## src/design/rfid_consts.svh

```systemverilog
`ifndef RFID_CONSTS_SVH
`define RFID_CONSTS_SVH

// ns to clock counts, 128 ns per count
`define RFID_CLK_EXP 7

// fixed reader pulse lengths in ns
`define RFID_DELIM_NS 15000
`define RFID_PW_NS    1000

// frame and reply buffers
`define RFID_FRAME_BITS 128
`define RFID_RX_BITS    128

// cycles with no backscatter edge before giving up
`define RFID_RX_TIMEOUT_CNT 4096

`endif

```

## src/design/rfid_cmd_pkg.sv

```systemverilog
`include "rfid_consts.svh"

package rfid_cmd_pkg;

    // numbering follows the full Gen2 command table, gaps are unsupported commands
    typedef enum logic [3:0] {
        CMD_QUERYREP = 4'd0,
        CMD_ACK      = 4'd1,
        CMD_QUERY    = 4'd2,
        CMD_QUERYADJ = 4'd3,
        CMD_NACK     = 4'd5,
        CMD_REQRN    = 4'd6,
        CMD_READ     = 4'd7
    } reader_cmd_e;

    typedef struct packed {
        logic [3:0] slot_q;
        logic [2:0] q_adj;   // Q up/down code
        logic [1:0] session;
        logic [1:0] select;
        logic       target;
    } inv_cfg_t;

    // data is right aligned, sent msb of the used part first
    typedef struct packed {
        logic [6:0]                   length;
        logic [`RFID_FRAME_BITS-1:0] data;
    } tx_frame_t;

endpackage

```

## src/design/rfid_link_pkg.sv

```systemverilog
package rfid_link_pkg;

    typedef struct packed {
        logic [2:0]  miller;
        logic        trext;
        logic        divide_ratio;
        logic [15:0] tari_ns;
        logic [15:0] trcal_ns;
    } link_cfg_t;

    // all in clock counts, pw already taken out of the high phases
    typedef struct packed {
        logic [15:0] delim;
        logic [15:0] pw;
        logic [15:0] tari;
        logic [15:0] rtcal;
        logic [15:0] trcal;
    } link_timing_t;

    typedef enum logic [2:0] {
        IDLE,
        DELIM,
        DATA0,
        RTCAL,
        TRCAL,
        BITS,
        DONE
    } pie_state_e;

    typedef enum logic [1:0] {
        WAIT_EDGE,
        SAMPLE,
        TIMEOUT
    } fm0_state_e;

endpackage

```

## src/design/rfid_pie_encoder.sv

```systemverilog
module rfid_pie_encoder
    import rfid_cmd_pkg::*;
    import rfid_link_pkg::*;
(
    input  logic         clk,
    input  logic         reset,
    input  logic         tx_go,
    input  logic         send_trcal,
    input  tx_frame_t    frame,
    input  link_timing_t timing,
    output logic         reader_modulation,
    output logic         tx_done,
    output logic         tx_running
);

    pie_state_e  state;
    tx_frame_t   frame_q;
    logic        trcal_q;
    logic        low_phase;  // in the pw part of a symbol
    logic [15:0] cnt;
    logic [6:0]  bit_idx;
    logic [6:0]  next_idx;

    assign next_idx   = bit_idx - 7'd1;
    assign tx_done    = (state == DONE);
    assign tx_running = (state != IDLE);

    // high phase length minus one for a data symbol
    function automatic logic [15:0] bit_high(input logic b, input link_timing_t t);
        if (b) begin
            return (t.tari << 1) + t.pw - 16'd1;
        end
        return t.tari - 16'd1;
    endfunction

    always_ff @(posedge clk) begin
        if (tx_go) begin
            frame_q <= frame;
            trcal_q <= send_trcal;
        end
    end

    always_ff @(posedge clk or posedge reset) begin
        if (reset) begin
            state             <= IDLE;
            low_phase         <= 1'b0;
            cnt               <= 16'd0;
            bit_idx           <= 7'd0;
            reader_modulation <= 1'b1;
        end else begin
            case (state)
                IDLE: begin
                    reader_modulation <= 1'b1;
                    if (tx_go) begin
                        state             <= DELIM;
                        cnt               <= timing.delim - 16'd1;
                        bit_idx           <= frame.length - 7'd1;
                        reader_modulation <= 1'b0;
                    end
                end
                DELIM: begin
                    if (cnt != 16'd0) begin
                        cnt <= cnt - 16'd1;
                    end else begin
                        state             <= DATA0;
                        cnt               <= timing.tari - 16'd1;
                        reader_modulation <= 1'b1;
                    end
                end
                DONE: begin
                    state <= IDLE;
                end
                default: begin
                    // DATA0, RTCAL, TRCAL and BITS: high phase then pw low
                    if (cnt != 16'd0) begin
                        cnt <= cnt - 16'd1;
                    end else if (!low_phase) begin
                        low_phase         <= 1'b1;
                        cnt               <= timing.pw - 16'd1;
                        reader_modulation <= 1'b0;
                    end else begin
                        low_phase         <= 1'b0;
                        reader_modulation <= 1'b1;
                        case (state)
                            DATA0: begin
                                state <= RTCAL;
                                cnt   <= timing.rtcal - 16'd1;
                            end
                            RTCAL: begin
                                if (trcal_q) begin
                                    state <= TRCAL;
                                    cnt   <= timing.trcal - 16'd1;
                                end else begin
                                    state <= BITS;
                                    cnt   <= bit_high(frame_q.data[bit_idx], timing);
                                end
                            end
                            TRCAL: begin
                                state <= BITS;
                                cnt   <= bit_high(frame_q.data[bit_idx], timing);
                            end
                            default: begin
                                if (bit_idx == 7'd0) begin
                                    state <= DONE;  // last symbol over
                                end else begin
                                    bit_idx <= next_idx;
                                    cnt     <= bit_high(frame_q.data[next_idx], timing);
                                end
                            end
                        endcase
                    end
                end
            endcase
        end
    end

    // controller only starts a frame once the previous one has ended
    a_no_go_while_busy: assert property (
        @(posedge clk) disable iff (reset) tx_go |-> !tx_running
    ) else $error("tx_go while encoder running");

endmodule

```

## src/design/rfid_fm0_decoder.sv

```systemverilog
`include "rfid_consts.svh"

module rfid_fm0_decoder
    import rfid_link_pkg::*;
(
    input  logic                     clk,
    input  logic                     reset,
    input  logic                     rx_enable,
    input  logic                     tag_backscatter,
    input  link_timing_t             timing,
    output logic [`RFID_RX_BITS-1:0] rx_data,
    output logic [7:0]               rx_count,
    output logic                     rx_timeout
);

    fm0_state_e  state;
    logic [1:0]  bs_sync;
    logic        bs_prev;
    logic        bs_edge;
    logic        en_q;
    logic        en_rise;
    logic [15:0] half;
    logic [15:0] quarter;
    logic [15:0] bit_cnt;   // cycles since the bit boundary
    logic [15:0] wait_cnt;
    logic        first_lvl; // level at the quarter point
    logic        shift_en;

    assign half       = timing.trcal >> 4;  // divide ratio 8 only
    assign quarter    = half >> 1;
    assign bs_edge    = bs_sync[1] ^ bs_prev;
    assign en_rise    = rx_enable & ~en_q;
    assign shift_en   = (state == SAMPLE) && (bit_cnt == half + quarter);
    assign rx_timeout = (state == TIMEOUT);

    always_ff @(posedge clk or posedge reset) begin
        if (reset) begin
            bs_sync <= 2'b00;
            bs_prev <= 1'b0;
            en_q    <= 1'b0;
        end else begin
            bs_sync <= {bs_sync[0], tag_backscatter};
            bs_prev <= bs_sync[1];
            en_q    <= rx_enable;
        end
    end

    always_ff @(posedge clk or posedge reset) begin
        if (reset) begin
            state     <= WAIT_EDGE;
            bit_cnt   <= 16'd0;
            wait_cnt  <= 16'd0;
            first_lvl <= 1'b0;
            rx_count  <= 8'd0;
        end else if (!rx_enable || en_rise) begin
            state    <= WAIT_EDGE;
            wait_cnt <= 16'd0;
            if (en_rise) begin
                rx_count <= 8'd0;
            end
        end else begin
            case (state)
                WAIT_EDGE: begin
                    if (bs_edge) begin
                        state    <= SAMPLE;  // every FM0 bit opens with a transition
                        bit_cnt  <= 16'd1;
                        wait_cnt <= 16'd0;
                    end else if (wait_cnt == `RFID_RX_TIMEOUT_CNT - 1) begin
                        state <= TIMEOUT;
                    end else begin
                        wait_cnt <= wait_cnt + 16'd1;
                    end
                end
                SAMPLE: begin
                    bit_cnt <= bit_cnt + 16'd1;
                    if (bit_cnt == quarter) begin
                        first_lvl <= bs_sync[1];
                    end
                    if (shift_en) begin
                        state    <= WAIT_EDGE;
                        rx_count <= rx_count + 8'd1;
                    end
                end
                default: begin
                    state <= TIMEOUT;  // held until rx_enable drops
                end
            endcase
        end
    end

    // no mid-bit transition means a 1
    always_ff @(posedge clk) begin
        if (en_rise) begin
            rx_data <= '0;
        end else if (rx_enable && shift_en) begin
            rx_data <= {rx_data[`RFID_RX_BITS-2:0], first_lvl == bs_sync[1]};
        end
    end

    // controller must stop the reply before the buffer overruns
    a_count_in_range: assert property (
        @(posedge clk) disable iff (reset) rx_count <= `RFID_RX_BITS
    ) else $error("rx_count beyond buffer");

endmodule

```

## src/design/rfid_reader_packet_rxtx.sv

```systemverilog
`include "rfid_consts.svh"

module rfid_reader_packet_rxtx
    import rfid_cmd_pkg::*;
    import rfid_link_pkg::*;
(
    input  logic        clk,
    input  logic        reset,
    input  logic        start_tx,
    input  reader_cmd_e cmd,
    input  inv_cfg_t    inv,
    input  link_cfg_t   link,
    input  logic [15:0] tx_handle,
    input  logic        tag_backscatter,
    output logic        reader_modulation,
    output logic        reader_done,
    output logic        rx_timeout,
    output logic        rx_packet_complete,
    output logic        reader_running,
    output logic [15:0] rx_handle
);

    typedef enum logic [1:0] {CTL_IDLE, CTL_TX, CTL_RX} ctl_state_e;

    ctl_state_e               state;
    link_timing_t             timing;
    tx_frame_t                frame_q;
    reader_cmd_e              cmd_q;
    logic                     trcal_q;
    logic                     tx_go;
    logic                     tx_done;
    logic                     tx_running;
    logic                     rx_enable;
    logic                     rx_live;  // decoder counters valid again
    logic [`RFID_RX_BITS-1:0] rx_data;
    logic [7:0]               rx_count;
    logic [7:0]               reply_len;
    logic [15:0]              first_word;
    logic                     has_handle;
    logic                     accept;

    function automatic tx_frame_t build_frame(input reader_cmd_e c, input inv_cfg_t i,
                                              input link_cfg_t l, input logic [15:0] h);
        case (c)
            CMD_QUERYREP: return '{length: 7'd4, data: {2'b00, i.session}};
            CMD_ACK:      return '{length: 7'd18, data: {2'b01, h}};
            // Gen2 M field is two bits, crc5 left as zeros
            CMD_QUERY:    return '{length: 7'd22, data: {4'b1000, l.divide_ratio,
                                   l.miller[1:0], l.trext, i.select, i.session,
                                   i.target, i.slot_q, 5'd0}};
            CMD_QUERYADJ: return '{length: 7'd9, data: {4'b1001, i.session, i.q_adj}};
            CMD_NACK:     return '{length: 7'd8, data: 8'b11000000};
            CMD_REQRN:    return '{length: 7'd40, data: {8'b11000001, h, 16'd0}};
            // user bank, word 0, one word
            CMD_READ:     return '{length: 7'd58, data: {8'b11000010, 2'b11, 8'd0,
                                   8'd1, h, 16'd0}};
            default:      return '0;
        endcase
    endfunction

    function automatic logic [7:0] reply_bits(input reader_cmd_e c);
        case (c)
            CMD_QUERYREP, CMD_QUERY, CMD_QUERYADJ: return 8'd16;
            CMD_ACK:   return 8'd112;
            CMD_REQRN: return 8'd32;
            CMD_READ:  return 8'd49;
            default:   return 8'd0;  // nack, no reply
        endcase
    endfunction

    always_comb begin
        timing.delim = 16'(`RFID_DELIM_NS >> `RFID_CLK_EXP);
        timing.pw    = 16'(`RFID_PW_NS >> `RFID_CLK_EXP);
        timing.tari  = (link.tari_ns >> `RFID_CLK_EXP) - timing.pw;
        timing.rtcal = (link.tari_ns >> (`RFID_CLK_EXP - 1)) + timing.tari - timing.pw;
        timing.trcal = (link.trcal_ns >> `RFID_CLK_EXP) - timing.pw;
    end

    assign accept         = start_tx && (state == CTL_IDLE) && !tx_running;
    assign reply_len      = reply_bits(cmd_q);
    assign has_handle     = cmd_q inside {CMD_QUERY, CMD_QUERYREP, CMD_QUERYADJ, CMD_REQRN};
    assign first_word     = 16'(rx_data >> (reply_len - 8'd16));  // first bits sit on top
    assign rx_enable      = (state == CTL_RX);
    assign reader_running = (state != CTL_IDLE);

    always_ff @(posedge clk) begin
        if (accept) begin
            frame_q <= build_frame(cmd, inv, link, tx_handle);
            cmd_q   <= cmd;
            trcal_q <= (cmd == CMD_QUERY);
        end
    end

    always_ff @(posedge clk or posedge reset) begin
        if (reset) begin
            state              <= CTL_IDLE;
            tx_go              <= 1'b0;
            rx_live            <= 1'b0;
            reader_done        <= 1'b0;
            rx_packet_complete <= 1'b0;
            rx_handle          <= 16'd0;
        end else begin
            tx_go              <= accept;
            rx_live            <= rx_enable;
            rx_packet_complete <= 1'b0;
            case (state)
                CTL_IDLE: begin
                    if (accept) begin
                        state       <= CTL_TX;
                        reader_done <= 1'b0;
                    end
                end
                CTL_TX: begin
                    if (tx_done) begin
                        if (reply_len == 8'd0) begin
                            state       <= CTL_IDLE;
                            reader_done <= 1'b1;
                        end else begin
                            state <= CTL_RX;
                        end
                    end
                end
                CTL_RX: begin
                    if (rx_live && rx_count >= reply_len) begin
                        state              <= CTL_IDLE;
                        reader_done        <= 1'b1;
                        rx_packet_complete <= 1'b1;
                        if (has_handle) begin
                            rx_handle <= {first_word[7:0], first_word[15:8]};  // byte swap
                        end
                    end else if (rx_timeout) begin
                        state       <= CTL_IDLE;
                        reader_done <= 1'b1;
                    end
                end
                default: begin
                    state <= CTL_IDLE;
                end
            endcase
        end
    end

    rfid_pie_encoder u_tx (
        .clk               (clk),
        .reset             (reset),
        .tx_go             (tx_go),
        .send_trcal        (trcal_q),
        .frame             (frame_q),
        .timing            (timing),
        .reader_modulation (reader_modulation),
        .tx_done           (tx_done),
        .tx_running        (tx_running)
    );

    rfid_fm0_decoder u_rx (
        .clk             (clk),
        .reset           (reset),
        .rx_enable       (rx_enable),
        .tag_backscatter (tag_backscatter),
        .timing          (timing),
        .rx_data         (rx_data),
        .rx_count        (rx_count),
        .rx_timeout      (rx_timeout)
    );

    // a reply either completes or times out
    a_complete_xor_timeout: assert property (
        @(posedge clk) disable iff (reset) !(rx_packet_complete && rx_timeout)
    ) else $error("rx_packet_complete with rx_timeout");

endmodule

```

## config.mk

```make
export PLATFORM = sky130hd
export DESIGN_NAME = rfid_reader_packet_rxtx
export DESIGN_NICKNAME = d
export VERILOG_FILES = /design/src/design/rfid_cmd_pkg.sv /design/src/design/rfid_link_pkg.sv /design/src/design/rfid_pie_encoder.sv /design/src/design/rfid_fm0_decoder.sv /design/src/design/rfid_reader_packet_rxtx.sv
export VERILOG_INCLUDE_DIRS = /design/src /design/src/design
export SDC_FILE = /design/constraint.sdc
export NUM_CORES = 1
export LEC_CHECK = 0
export BUFFER_PORTS_ARGS = -buffer_cell sky130_fd_sc_hd__buf_2
export CORE_ASPECT_RATIO = 0.8
export CORE_MARGIN = 4
export CORE_UTILIZATION = 57
export CTS_CLUSTER_SIZE = 30
export DETAILED_ROUTE_END_ITERATION = 8
export HOLD_SLACK_MARGIN = 0.12
export PLACE_DENSITY = 0.75
export SLEW_MARGIN = 20
export SYNTH_ARGS = -nofsm -noshare
export SYNTH_HDL_FRONTEND = slang
export SYNTH_SLANG_ARGS = --single-unit
```

## constraint.sdc

```tcl
create_clock -name clk -period 5.7 [get_ports clk]
set_clock_uncertainty 0.15 [all_clocks]
set_input_delay 0.57 -clock clk [delete_from_list [all_inputs] [get_ports clk]]
set_output_delay 0.57 -clock clk [all_outputs]
set_load 0.05 [all_outputs]
```

# ---- After elaboration in Yosys (flattened, before gate mapping)
# Index checks and enable logic that the tools add are counted.
dict set report classes {
  shifts 1
  add_sub_neg 17
  reduce_logical 44
  bitwise_logic 8
  n_lt_le_gt_ge 3
  n_eq_ne 40
  muxes 84
}
# cell count
set op_table {}
lappend op_table {{$pmux 134 s7} 1}
lappend op_table {{$mux 16} 16}
lappend op_table {{$shr 128x8->16} 1}
lappend op_table {{$pmux 16 s3} 2}
lappend op_table {{$mux 7} 5}
lappend op_table {{$add 16x1->16 const B} 2}
lappend op_table {{$mux 8} 4}
lappend op_table {{$pmux 16 s2} 1}
lappend op_table {{$sub 16x1->16 const B} 2}
lappend op_table {{$mux 1} 31}
lappend op_table {{$pmux 7 s4} 1}
lappend op_table {{$sub 10x2->11 const B} 2}
lappend op_table {{$reduce_and 3->1} 7}
lappend op_table {{$eq 4x3->1 const B} 5}
lappend op_table {{$sub 9x3->10 const B} 2}
lappend op_table {{$mux 2} 9}
lappend op_table {{$pmux 3 s3} 2}
lappend op_table {{$eq 16x11->1} 1}
lappend op_table {{$eq 16x12->1 const B} 1}
lappend op_table {{$eq 16x16->1} 1}
lappend op_table {{$eq 4x2->1 const B} 4}
lappend op_table {{$lt 7x8->1 const B} 2}
lappend op_table {{$reduce_bool 16->1} 1}
lappend op_table {{$mux 3} 5}
lappend op_table {{48 further kinds} 89}
dict set report totals {
  in_bits 73
  wordCells 222
  regBits 493
  output_inout_bits 21
}

# ---- Logic depth before layout (Yosys ltp)
# Gate-level depths: netlist (run 1).
dict set report logic_depth {
  depth_word 15
  mapped_depth 18
  ltp_nobuf 15
}

# ---- Hierarchy
# From an unflattened synthesis (run 1), not the netlist that was laid out.
dict set report unflattened {
  cells_unflattened 2642
  area_unflattened_um2 24621.1
}
# module cells_per_inst seq_area_each_um2 area_each_um2 instances
set by_module_without_submodules {}
lappend by_module_without_submodules {rfid_pie_encoder 1143 4575.6 11795.1 1}
lappend by_module_without_submodules {rfid_fm0_decoder 917 3738.6 7639.8 1}
lappend by_module_without_submodules {rfid_reader_packet_rxtx 582 1871.8 5186.2 1}

# ---- Worst setup path before layout (run 1)
# No wires, ideal clock.
dict set report synth_path {
  kind {reg2reg}
  start {register u_tx.state[1]}
  end {register cmd_q[0], enable pin}
  n_path_buf 2
  setup_ns 0.502
  slack_ns 0.841
  period_less_slack_ns 4.859
  arrival_time_ns 4.208
  path_stages_with_launch 6
  t_required_ns 5.048
  cell_sequence {dfrtp_1 clkbuf_1 nor2_1 nand2_1 clkbuf_1 nor3_1}
}
dict set report synth_via {
  elab_chain_cells 3
}
# item line_no
set synth_lines {}
lappend synth_lines {{start: declaration} rfid_pie_encoder.sv:16} ;# pie_state_e state;
lappend synth_lines {{start signal: assignment} rfid_pie_encoder.sv:45} ;# state <= IDLE;
lappend synth_lines {{start signal: assignment} rfid_pie_encoder.sv:55} ;# state <= DELIM;
lappend synth_lines {{start signal: assignment} rfid_pie_encoder.sv:65} ;# state <= DATA0;
lappend synth_lines {{$reduce_bool 3->1} rfid_pie_encoder.sv:26} ;# assign tx_running = (state != IDLE);
lappend synth_lines {{$logic_not 1->1} rfid_reader_packet_rxtx.sv:79} ;# assign accept = start_tx && (state == CTL_IDLE) && !tx_running;
lappend synth_lines {{$logic_and 1x1->1} rfid_reader_packet_rxtx.sv:79}
lappend synth_lines {{via accept} rfid_reader_packet_rxtx.sv:40} ;# logic accept;
lappend synth_lines {{end signal: assignment} rfid_reader_packet_rxtx.sv:89} ;# cmd_q <= cmd;
lappend synth_lines {{end: declaration} rfid_reader_packet_rxtx.sv:28} ;# reader_cmd_e cmd_q;
# The timed path passes the listed nets, and every way through them passes these cells.
# A chain may end at the register's enable or synchronous reset.

# ---- Worst setup path in the final report (run 1)
dict set report layout_path {
  start {input port link[7] in the netlist's numbering}
  end {register u_rx.rx_data[76]}
}
dict set report layout_via {
  elab_chain_cells 5
}
# item line_no
set layout_lines {}
lappend layout_lines {{start: declaration} rfid_reader_packet_rxtx.sv:12} ;# input link_cfg_t link,
lappend layout_lines {{$sub 9x3->10} rfid_reader_packet_rxtx.sv:76} ;# timing.trcal = (link.trcal_ns >> `RFID_CLK_EXP) - timing.pw;
lappend layout_lines {{$add 12x11->13} rfid_fm0_decoder.sv:33} ;# assign shift_en = (state == SAMPLE) && (bit_cnt == half + quarter);
lappend layout_lines {{$eq 16x16->1} rfid_fm0_decoder.sv:33}
lappend layout_lines {{$logic_and 1x1->1} rfid_fm0_decoder.sv:33}
lappend layout_lines {{$logic_and 1x1->1} rfid_fm0_decoder.sv:95} ;# end else if (rx_enable && shift_en) begin
lappend layout_lines {{end signal: assignment} rfid_fm0_decoder.sv:96} ;# rx_data <= {rx_data[`RFID_RX_BITS-2:0], first_lvl == bs_sync[1]};
lappend layout_lines {{end: declaration} rfid_fm0_decoder.sv:11} ;# output logic [`RFID_RX_BITS-1:0] rx_data,
# No other way between the ends.

==> metrics.md, run 1 <==
| Metric | Value |
|---|---|
| Outcome | `finished, final reports clean` |
| Gpl congestion | `around 0.92` |
| Top FF cell, synth | `dfxtp_1` |
| Min-Delay Endpoint | `frame_q[9]$_DFFE_PP_` |
| Critical path startpoint category | `input port` |
| Kind of end point of the critical path | `flop` |
| Largest delay contributor family on the critical path | `simple AND/OR/NAND/NOR gates` |
| Min-Delay Path Depth | `2` |
| Peak supply drop | `between 0.0003 and 0.0004 V` |
| Overall Global Routing Usage | `0.254` |
| EDFF count, synth | `80` |
| Multi-input gate area | `8580 sq um` |
| Synth top area cells | `edfxtp_1 15%, dfrtp_1 15%, dfxtp_1 14%` |
| Post-DP Area | `about 17000 sq um` |
| R2R Path End | `u_tx.cnt[1]$_DFFE_PP0P_` |
| Layout cell share with drive strength beyond 1 | `0.111` |
| CTS Buf Count | `28` |
| CTS Root Cell | `clkbuf_16` |
| Max Cap Viol | `0` |
| Cell variety after synth | `87` |
| CP max stage cell | `xnor2_1` |
| RSZ-0062 raised after global routing | `no` |
| Worst hold path type | `input port to flop` |
| CTS Buffer Depth | `3` |
| Htree depth | `1` |
| Starting Density | `0.579` |
| Avg Inst Size Synth | `roughly 8.9 sq um` |
| # placed instances | `roughly 2200` |
| First-pass GRT wire length | `between 60 and 70 mm` |
| CP cell instances | `buf_2, ha_1, a21oi_1, nor3b_1, xnor2_1, inv_1, ha_1, a21o_1, a21o_1, xnor2_1, or4_1, nor4_1, buf_4, and2_4, buf_12, nand2_1, a21oi_1` |
| Cell Rows | `55` |
| Detailed router's first-iteration violation count | `around 1500` |
| Grt total ovfl | `0` |
| Vias per cell | `slightly above 6` |
| WL final | `just over 40 mm` |
| Top cells by count, synth | `337 x nand2_1, 196 x a21oi_1, 134 x nor2_1, 112 x dfxtp_1, 95 x dfrtp_1` |
| Pre-antenna DRT Iters | `6` |
| Headroom to the max-slew limit | `0.367` |
| Post-layout total power | `about 7.4 mW` |
| Crit Path Category | `input port to flop` |
| Die Ht | `approximately 160 um` |
| Non-Filler Instances | `2259` |
| Pre-CTS setup slack | `~620 ps` |
| Worst-Margin Slew | `946 ps` |
| Area growth syn-to-layout | `10.2%` |
| Mapped Area | `~16000 sq um` |
| Filler cell count in the final layout | `around 2400` |
| Finished layout cell area | `between 15000 and 20000 sq um` |
| NumNets Final | `1989` |
| R2R depth | `10` |
| Worst Path Buf+Inv | `4` |
| Yosys reg bits | `288` |
| Hold Startpoint | `inv[0]` |
| Gate Count Post-Synth | `1848` |
| Reg area | `around 7000 sq um` |
| Critical Path AT | `roughly 4900 ps` |
| Routed wire per std cell | `approximately 18 um` |
| Cell Pwr Density | `between 400 and 500 nW/um^2` |
| Fmax | `~220 MHz` |
| Most frequent cell after synthesis | `nand2_1` |
| Skew-Pair Late Insertion Delay | `roughly 570 ps` |
| Initial antenna violation count | `0` |
| Area leader, netlist | `edfxtp_1` |
| Yosys top cell area share | `0.147` |
| Slowest stage delay, CP | `710 ps` |
| CORE AREA | `around 28000 sq um` |
| R2r setup slk | `1690 ps` |
| Crit share post-route | `0.808` |
| Hold Slack | `roughly 140 ps` |
| Final setup vio count | `0` |
| Worst setup margin | `~1100 ps` |
| Yosys Warn Count | `0` |
| Critical Path RT | `6040 ps` |
| CTS tree | `yes` |
| Die W | `197 um` |
| Leakage | `7.03 nW` |
| Share of the yosys chip area belonging to registers | `0.431` |
| Hpwl dp | `28.1 mm` |
| Synthesized Nets | `1971` |
| Port Buffer Count | `between 70 and 80` |
| Crit path from | `link[7]` |
| Die area | `between 30000 and 40000 sq um` |
| Crit path time final | `between 4000 and 5000 ps` |
| Number of remaining DRC errors | `0` |
| Top fanout value on the critical path | `33` |
| Asr flop ratio synth | `0.333` |
| Via count | `between 10000 and 15000` |
| ANT nets after route | `0` |
| Vias in the first global route | `~13000` |
| Final core occ | `0.637` |
| Fin Setup TNS | `0 ps` |
| Max Slew Vio Count | `0` |
| CTS sink count | `about 290` |
| FF-to-FF Start | `u_tx.bit_idx[1]$_DFFE_PP0P_` |
| Clock Pin Slew Worst Setup and Hold Paths | `~70 ps` |
| I/O pins | `94` |
| Largest net degree at the start of global routing | `between 100 and 150` |
| Hold Violations, Final | `0` |
[report_power, final]
group	switching [mW]	total, mW	internal [mW]
clock network	0.834	2.10	1.27
logic	1.64	2.65	1.00
registers	0.274	2.69	2.41
[sequential cells by signal, indices dropped and copies added, names as in the netlist, 2 cells and up]
name and flops:
u_rx.bit_cnt 16, state 2, u_tx.frame_q 35, cmd_q 4, u_rx.state 2, u_rx.wait_cnt 16, u_rx.rx_count 8, u_tx.bit_idx 7
u_rx.bs_sync 2, u_rx.rx_data 112, rx_handle 16, frame_q 39, u_tx.state 3, u_tx.cnt 16
[placed cells by master, fill, tap and decap left out, types with 16 or more instances in the layout]
cell type,n
nand3_1,28
a211oi_1,17
o21ai_0,64
buf_2,79
xnor2_1,61
ha_1,47
o221ai_1,18
a21oi_1,196
dfxtp_1,112
nor3_1,48
dfrtp_1,95
and2_1,24
a21o_1,17
nand2_1,336
edfxtp_1,80
nor4_1,17
o22ai_1,31
inv_1,53
and3_1,16
buf_4,22
o31ai_1,20
nor2_1,133
xor2_1,50
clkbuf_16,29
[logic make-up after synthesis]
group | Yosys count | synth area share
AO/OA/AOI/OAI | 484 | 0.189
flip-flops | 288 | 0.431
buffers and inverters | 174 | 0.0470
adder cells (fa/ha/maj) | 51 | 0.0402
AND/OR/NAND/NOR | 696 | 0.193
XOR/XNOR | 111 | 0.0594
multiplexers | 44 | 0.0411
[metal layers]
metal,part of all wire,up-vias,global-route usage
li1,-,6654,-
met1,0.46,6765,0.386
met2,0.44,533,0.386
met3,0.076,57,0.0410
met4,0.015,0,0.0536
met5,0,-,0
[how the worst max path moves through the flow]
stage / end / slack, ps / cells after the start
after floorplan: cmd_q[0]$_DFFE_PP_ / 840 / 5
after detailed placement: u_rx.rx_data[56]$_SDFFE_PP0P_ / 620 / 17
final: u_rx.rx_data[76]$_SDFFE_PP0P_ / 1100 / 17
after global routing: u_rx.rx_data[6]$_SDFFE_PP0P_ / 890 / 18
after global placement: u_rx.rx_data[56]$_SDFFE_PP0P_ / 770 / 17
after CTS: u_rx.rx_data[76]$_SDFFE_PP0P_ / 1150 / 17
[what timing repair did]
action                    CTS  global route
resized for setup           0             0
buffers inserted            0             0
hold endpoints to repair   36             0
hold buffers                2             0
[layout make-up]
class	instances	area share
repair buffers	107	0.0366
inverters	55	0.0116
well taps	370	0.0257
flip-flops and latches	288	0.391
diodes	1	0.000139
clock buffers	31	0.0412
clock inverters	21	0.0180
multi-input cells	1386	0.476
Power figures use the tool's default switching activity.
==> inputs of run 2 (changes only) <==
--- a/config.mk
+++ b/config.mk
@@ -6,14 +6,15 @@
 export SDC_FILE = /design/constraint.sdc
 export NUM_CORES = 1
 export LEC_CHECK = 0
+export ABC_AREA = 1
 export BUFFER_PORTS_ARGS = -buffer_cell sky130_fd_sc_hd__buf_2
 export CORE_ASPECT_RATIO = 0.8
 export CORE_MARGIN = 4
-export CORE_UTILIZATION = 57
+export CORE_UTILIZATION = 56
 export CTS_CLUSTER_SIZE = 30
 export DETAILED_ROUTE_END_ITERATION = 8
 export HOLD_SLACK_MARGIN = 0.12
-export PLACE_DENSITY = 0.75
+export PLACE_DENSITY = 0.77
 export SLEW_MARGIN = 20
 export SYNTH_ARGS = -nofsm -noshare
 export SYNTH_HDL_FRONTEND = slang
==> constraint.sdc (replaced) <==
create_clock -name clk -period 3.8 [get_ports clk]
set_clock_uncertainty 0.15 [all_clocks]
set_input_delay 0.38 -clock clk [delete_from_list [all_inputs] [get_ports clk]]
set_output_delay 0.38 -clock clk [all_outputs]
set_load 0.05 [all_outputs]
==> run 2 against run 1 <==
Global-route usage is 1.6 points higher. Register-to-register slack worse by 1100 ps. Worst setup slack worse by 750 ps. Count of clock-buffer cells in the layout is 9 higher. Final area is 9.2% higher. Power is 69% higher. Flip-flop and latch count is 13 higher. Synthesized cell count is 26% higher. Critical path type unchanged. Critical endpoint is now u_rx.rx_data[29]$_SDFFE_PP0P_. Largest power group is now combinational logic.
==> metrics.md, run 2 <==
| Metric | Value |
|---|---|
| CTS sink count | `301 (was 288)` |
| Pre-CTS setup slack | `-151 ps (was 619 ps)` |
| Largest family of logic cells by synthesized area | `simple AND/OR/NAND/NOR gates (unchanged)` |
| NumNets Final | `2566 (was 1989)` |
| Die area | `33900 sq um (was 31500 sq um)` |
| Grt met3 use | `0.0471 (was 0.0410)` |
| Critical Path AT | `3750 ps (was 4940 ps)` |
| I/O pins | `94 (unchanged)` |
| Sequential share of power | `0.327 (was 0.361)` |
| Detailed router's first-iteration violation count | `1493 (was 1505)` |
| Leakage | `8.62 nW (was 7.03 nW)` |
| Leading cell type in the layout, fill and taps excluded | `nand2_1 (unchanged)` |
| Hpwl dp | `31.9 mm (was 28.1 mm)` |
| Number of remaining DRC errors | `0 (unchanged)` |
| Via count | `16346 (was 14009)` |
| Yosys Warn Count | `0 (unchanged)` |
| Initial antenna violation count | `1 (was 0)` |
| Post-layout total power | `12.6 mW (was 7.44 mW)` |
| Grt met2 use | `0.429 (was 0.386)` |
| Crit path from | `link[7] (unchanged)` |
| Asr flop ratio synth | `0.319 (was 0.333)` |
| ANT nets after route | `0 (unchanged)` |
| Final core occ | `0.647 (was 0.637)` |
| Hold Violations, Final | `0 (unchanged)` |
| Grt total ovfl | `0 (unchanged)` |
| Worst hold path type | `flop to flop (was input port to flop)` |
| Top FF cell, synth | `dfxtp_1 (unchanged)` |
| CTS Root Cell | `clkbuf_16 (unchanged)` |
| Skew-Pair Late Insertion Delay | `580 ps (was 570 ps)` |
| Routed wire per std cell | `16.0 um (was 18.3 um)` |
| Headroom to the max-slew limit | `0.410 (was 0.367)` |
| First-pass GRT wire length | `76.1 mm (was 67.5 mm)` |
| Max Cap Viol | `0 (unchanged)` |
| Cell variety after synth | `56 (was 87)` |
| RSZ-0062 raised after global routing | `no (unchanged)` |
| Post-CTS setup buffers | `0 (unchanged)` |
| Combinational power share | `0.429 (was 0.356)` |
| Net Sw Frac | `0.418 (was 0.370)` |
| FF-to-FF Start | `state[0]$_DFFE_PP0P_ (was u_tx.bit_idx[1]$_DFFE_PP0P_)` |
| CTS Buf Count | `30 (was 28)` |
| Int Power | `7.33 mW (was 4.69 mW)` |
| Fin Setup TNS | `0 ps (unchanged)` |
| Htree depth | `1 (unchanged)` |
| Area growth syn-to-layout | `13.5% (was 10.2%)` |
| R2r setup slk | `580 ps (was 1690 ps)` |
| Filler cell count in the final layout | `2625 (was 2358)` |
| CORE AREA | `30500 sq um (was 28300 sq um)` |
| Top reg by flops | `u_rx.rx_data (unchanged)` |
| Fraction of the mapped netlist area in adder cells | `0.0374 (was 0.0402)` |
| Die W | `205 um (was 197 um)` |
| Hold Startpoint | `u_rx.bs_sync[0]$_DFF_PP0_ (was inv[0])` |
| Met1 Resource Use GR | `0.386 (about the same)` |
| Multiplexer share of the synthesized area | `0 (was 0.0411)` |
| WL final | `46.2 mm (was 41.4 mm)` |
| Vias per cell | `5.67 (was 6.20)` |
| Pre-antenna DRT Iters | `6 (unchanged)` |
| Cell Rows | `57 (was 55)` |
| Yosys reg bits | `301 (was 288)` |
| Gpl congestion | `0.916 (was 0.923)` |
| Crit share post-route | `0.910` |
| Yosys top cell area share | `0.144 (was 0.147)` |
| Mapped Area | `17300 sq um (was 16400 sq um)` |
| Area share of xor/xnor cells in the synthesized design | `0.0177 (was 0.0594)` |
| Outcome | `finished, final reports clean (unchanged)` |
| Crit Path Category | `input port to flop (unchanged)` |
| Synthesized Nets | `2447 (was 1971)` |
| CTS tree | `yes (unchanged)` |
| Cell Pwr Density | `640 nW/um^2 (was 413 nW/um^2)` |
| EDFF count, synth | `80 (unchanged)` |
| Compound-gate portion of the synthesized area | `0.197 (was 0.189)` |
| CTS Buffer Depth | `3 (unchanged)` |
| Max Slew Vio Count | `0 (unchanged)` |
| Multi-input gate area | `8140 sq um (was 8580 sq um)` |
| Clock Pin Slew Worst Setup and Hold Paths | `60 ps (was 70 ps)` |
| Critical Path RT | `4090 ps (was 6040 ps)` |
| Critical path startpoint category | `input port (unchanged)` |
| Worst-Margin Slew | `884 ps (was 946 ps)` |
| Crit path time final | `about 3500 ps` |
| Die Ht | `165 um (was 160 um)` |
| Top cells by count, synth | `431 x nand2_1, 339 x inv_1, 257 x a21oi_1, 183 x nand3_1, 158 x nor2_1 (was 337 x nand2_1, 196 x a21oi_1, 134 x nor2_1, 112 x dfxtp_1, 95 x dfrtp_1)` |
| Largest net degree at the start of global routing | `81 (was 113)` |
| Vias in the first global route | `15491 (was 13115)` |
| Largest register FFs | `125 (was 112)` |
| Final setup vio count | `0 (unchanged)` |
| Gate Count Post-Synth | `2324 (was 1848)` |
| Post-Synth Simple-Gate Area | `0.215 (was 0.193)` |
| Starting Density | `0.570 (was 0.579)` |
| Fmax | `just under 300 MHz` |
| Area leader, netlist | `dfxtp_1 (was edfxtp_1)` |
| Worst setup margin | `344 ps (was 1100 ps)` |
| Overall Global Routing Usage | `0.270 (was 0.254)` |
| Most used routing layer | `met2 (was met1)` |
| Share of the yosys chip area belonging to registers | `0.421 (was 0.431)` |
| Reg area | `7310 sq um (was 7050 sq um)` |
| Port Buffer Count | `79 (unchanged)` |
| Most frequent cell after synthesis | `nand2_1 (unchanged)` |
| Top fanout value on the critical path | `42 (was 33)` |
| Layout cell share with drive strength beyond 1 | `0.0908 (was 0.111)` |
| Top flop regs | `u_rx.rx_data (125), frame_q (39), u_tx.frame_q (35) (was u_rx.rx_data (112), frame_q (39), u_tx.frame_q (35))` |
| Commonest cells after routing, fill and taps aside | `430 x nand2_1, 338 x inv_1, 257 x a21oi_1 (was 336 x nand2_1, 196 x a21oi_1, 133 x nor2_1)` |
| Synth top area cells | `dfxtp_1 14%, edfxtp_1 14%, dfrtp_1 14% (was edfxtp_1 15%, dfrtp_1 15%, dfxtp_1 14%)` |
| Switching pwr | `5.27 mW (was 2.75 mW)` |
| Avg Inst Size Synth | `7.47 sq um (was 8.85 sq um)` |
| Clock Power Share | `0.244 (was 0.283)` |
| Peak supply drop | `0.000412 V (was 0.000327 V)` |
| Kind of end point of the critical path | `flop (unchanged)` |
[run 2: area by class of cell]
class,instances,share of cell area
clock inverters,16,0.00832
diodes,1,0.000127
inverters,350,0.0668
well taps,413,0.0262
flip-flops and latches,301,0.371
repair buffers,190,0.0699
multi-input cells,1570,0.413
clock buffers,40,0.0442
[run 2: power by group through the flow]
stage          clock (mW)  combinational (mW)  sequential (mW)
2_1_floorplan           0                3.67             4.37
3_3_place_gp            0                5.12             4.15
3_5_place_dp            0                5.26             4.17
4_1_cts              3.12                5.33             4.11
5_1_grt              3.26                6.06             4.17
6_report             3.07                5.41             4.11
[run 2: repair_timing]
action / CTS / global route
gates resized for setup: 0 / 0
hold buffers: 49 / 0
endpoints found under the hold margin: 90 / 0
[run 2: worst paths after layout]
check	to	cells after the start
max	u_rx.rx_data[29]$_SDFFE_PP0P_	21
min	u_rx.bs_sync[1]$_DFF_PP0_	0
min in group asynchronous	tx_go$_DFF_PP0_	3
max in group asynchronous	u_rx.wait_cnt[11]$_DFFE_PP0P_	4
max reg2reg	u_rx.bit_cnt[14]$_DFFE_PP0P_	15
min reg2reg	u_rx.bs_sync[1]$_DFF_PP0_	0
[run 2: through the flow]
| step | std cells | hold WS, ps | area (sq um) |
|---|---|---|---|
| 6_report | 2881 | 208 | 19700 |
| 5_1_grt | 2881 | 231 | 19700 |
| 4_1_cts | 2880 | 204 | 19700 |
| 3_5_place_dp | 2775 | 190 | 18200 |
| 3_3_place_gp | 2775 | 185 | 18200 |
| 2_1_floorplan | 2324 | 181 | 17400 |
[run 2: critical path, cell delays in order]
cell and delay [ps]:
buf_2 120, ha_1 210, nand2_1 80, nand2_1 80, nor3_1 250, buf_4 160
nand2_1 50, nor2_1 80, nand2_1 50, nand2_1 80, inv_1 100, ha_1 370
nand2_1 70, o21ai_0 190, xor2_1 210, nand3_1 120, nor3_2 270, nand3_4 240
buf_4 320, o21ai_1 220, a21oi_1 70
[run 2: metal layers]
metal	vias up	part of all wire
met5	-	0
met4	0	0.022
met3	72	0.082
met2	628	0.44
met1	7593	0.45
li1	8053	-
[run 2: cells by family after synthesis]
| logic type | after synthesis |
|---|---|
| DFF | 301 |
| xor gates and xnor gates | 35 |
| buffers and inverters | 453 |
| and+or+nand+nor | 868 |
| adders and majority gates | 50 |
| AOI/OAI and AO/OA | 617 |
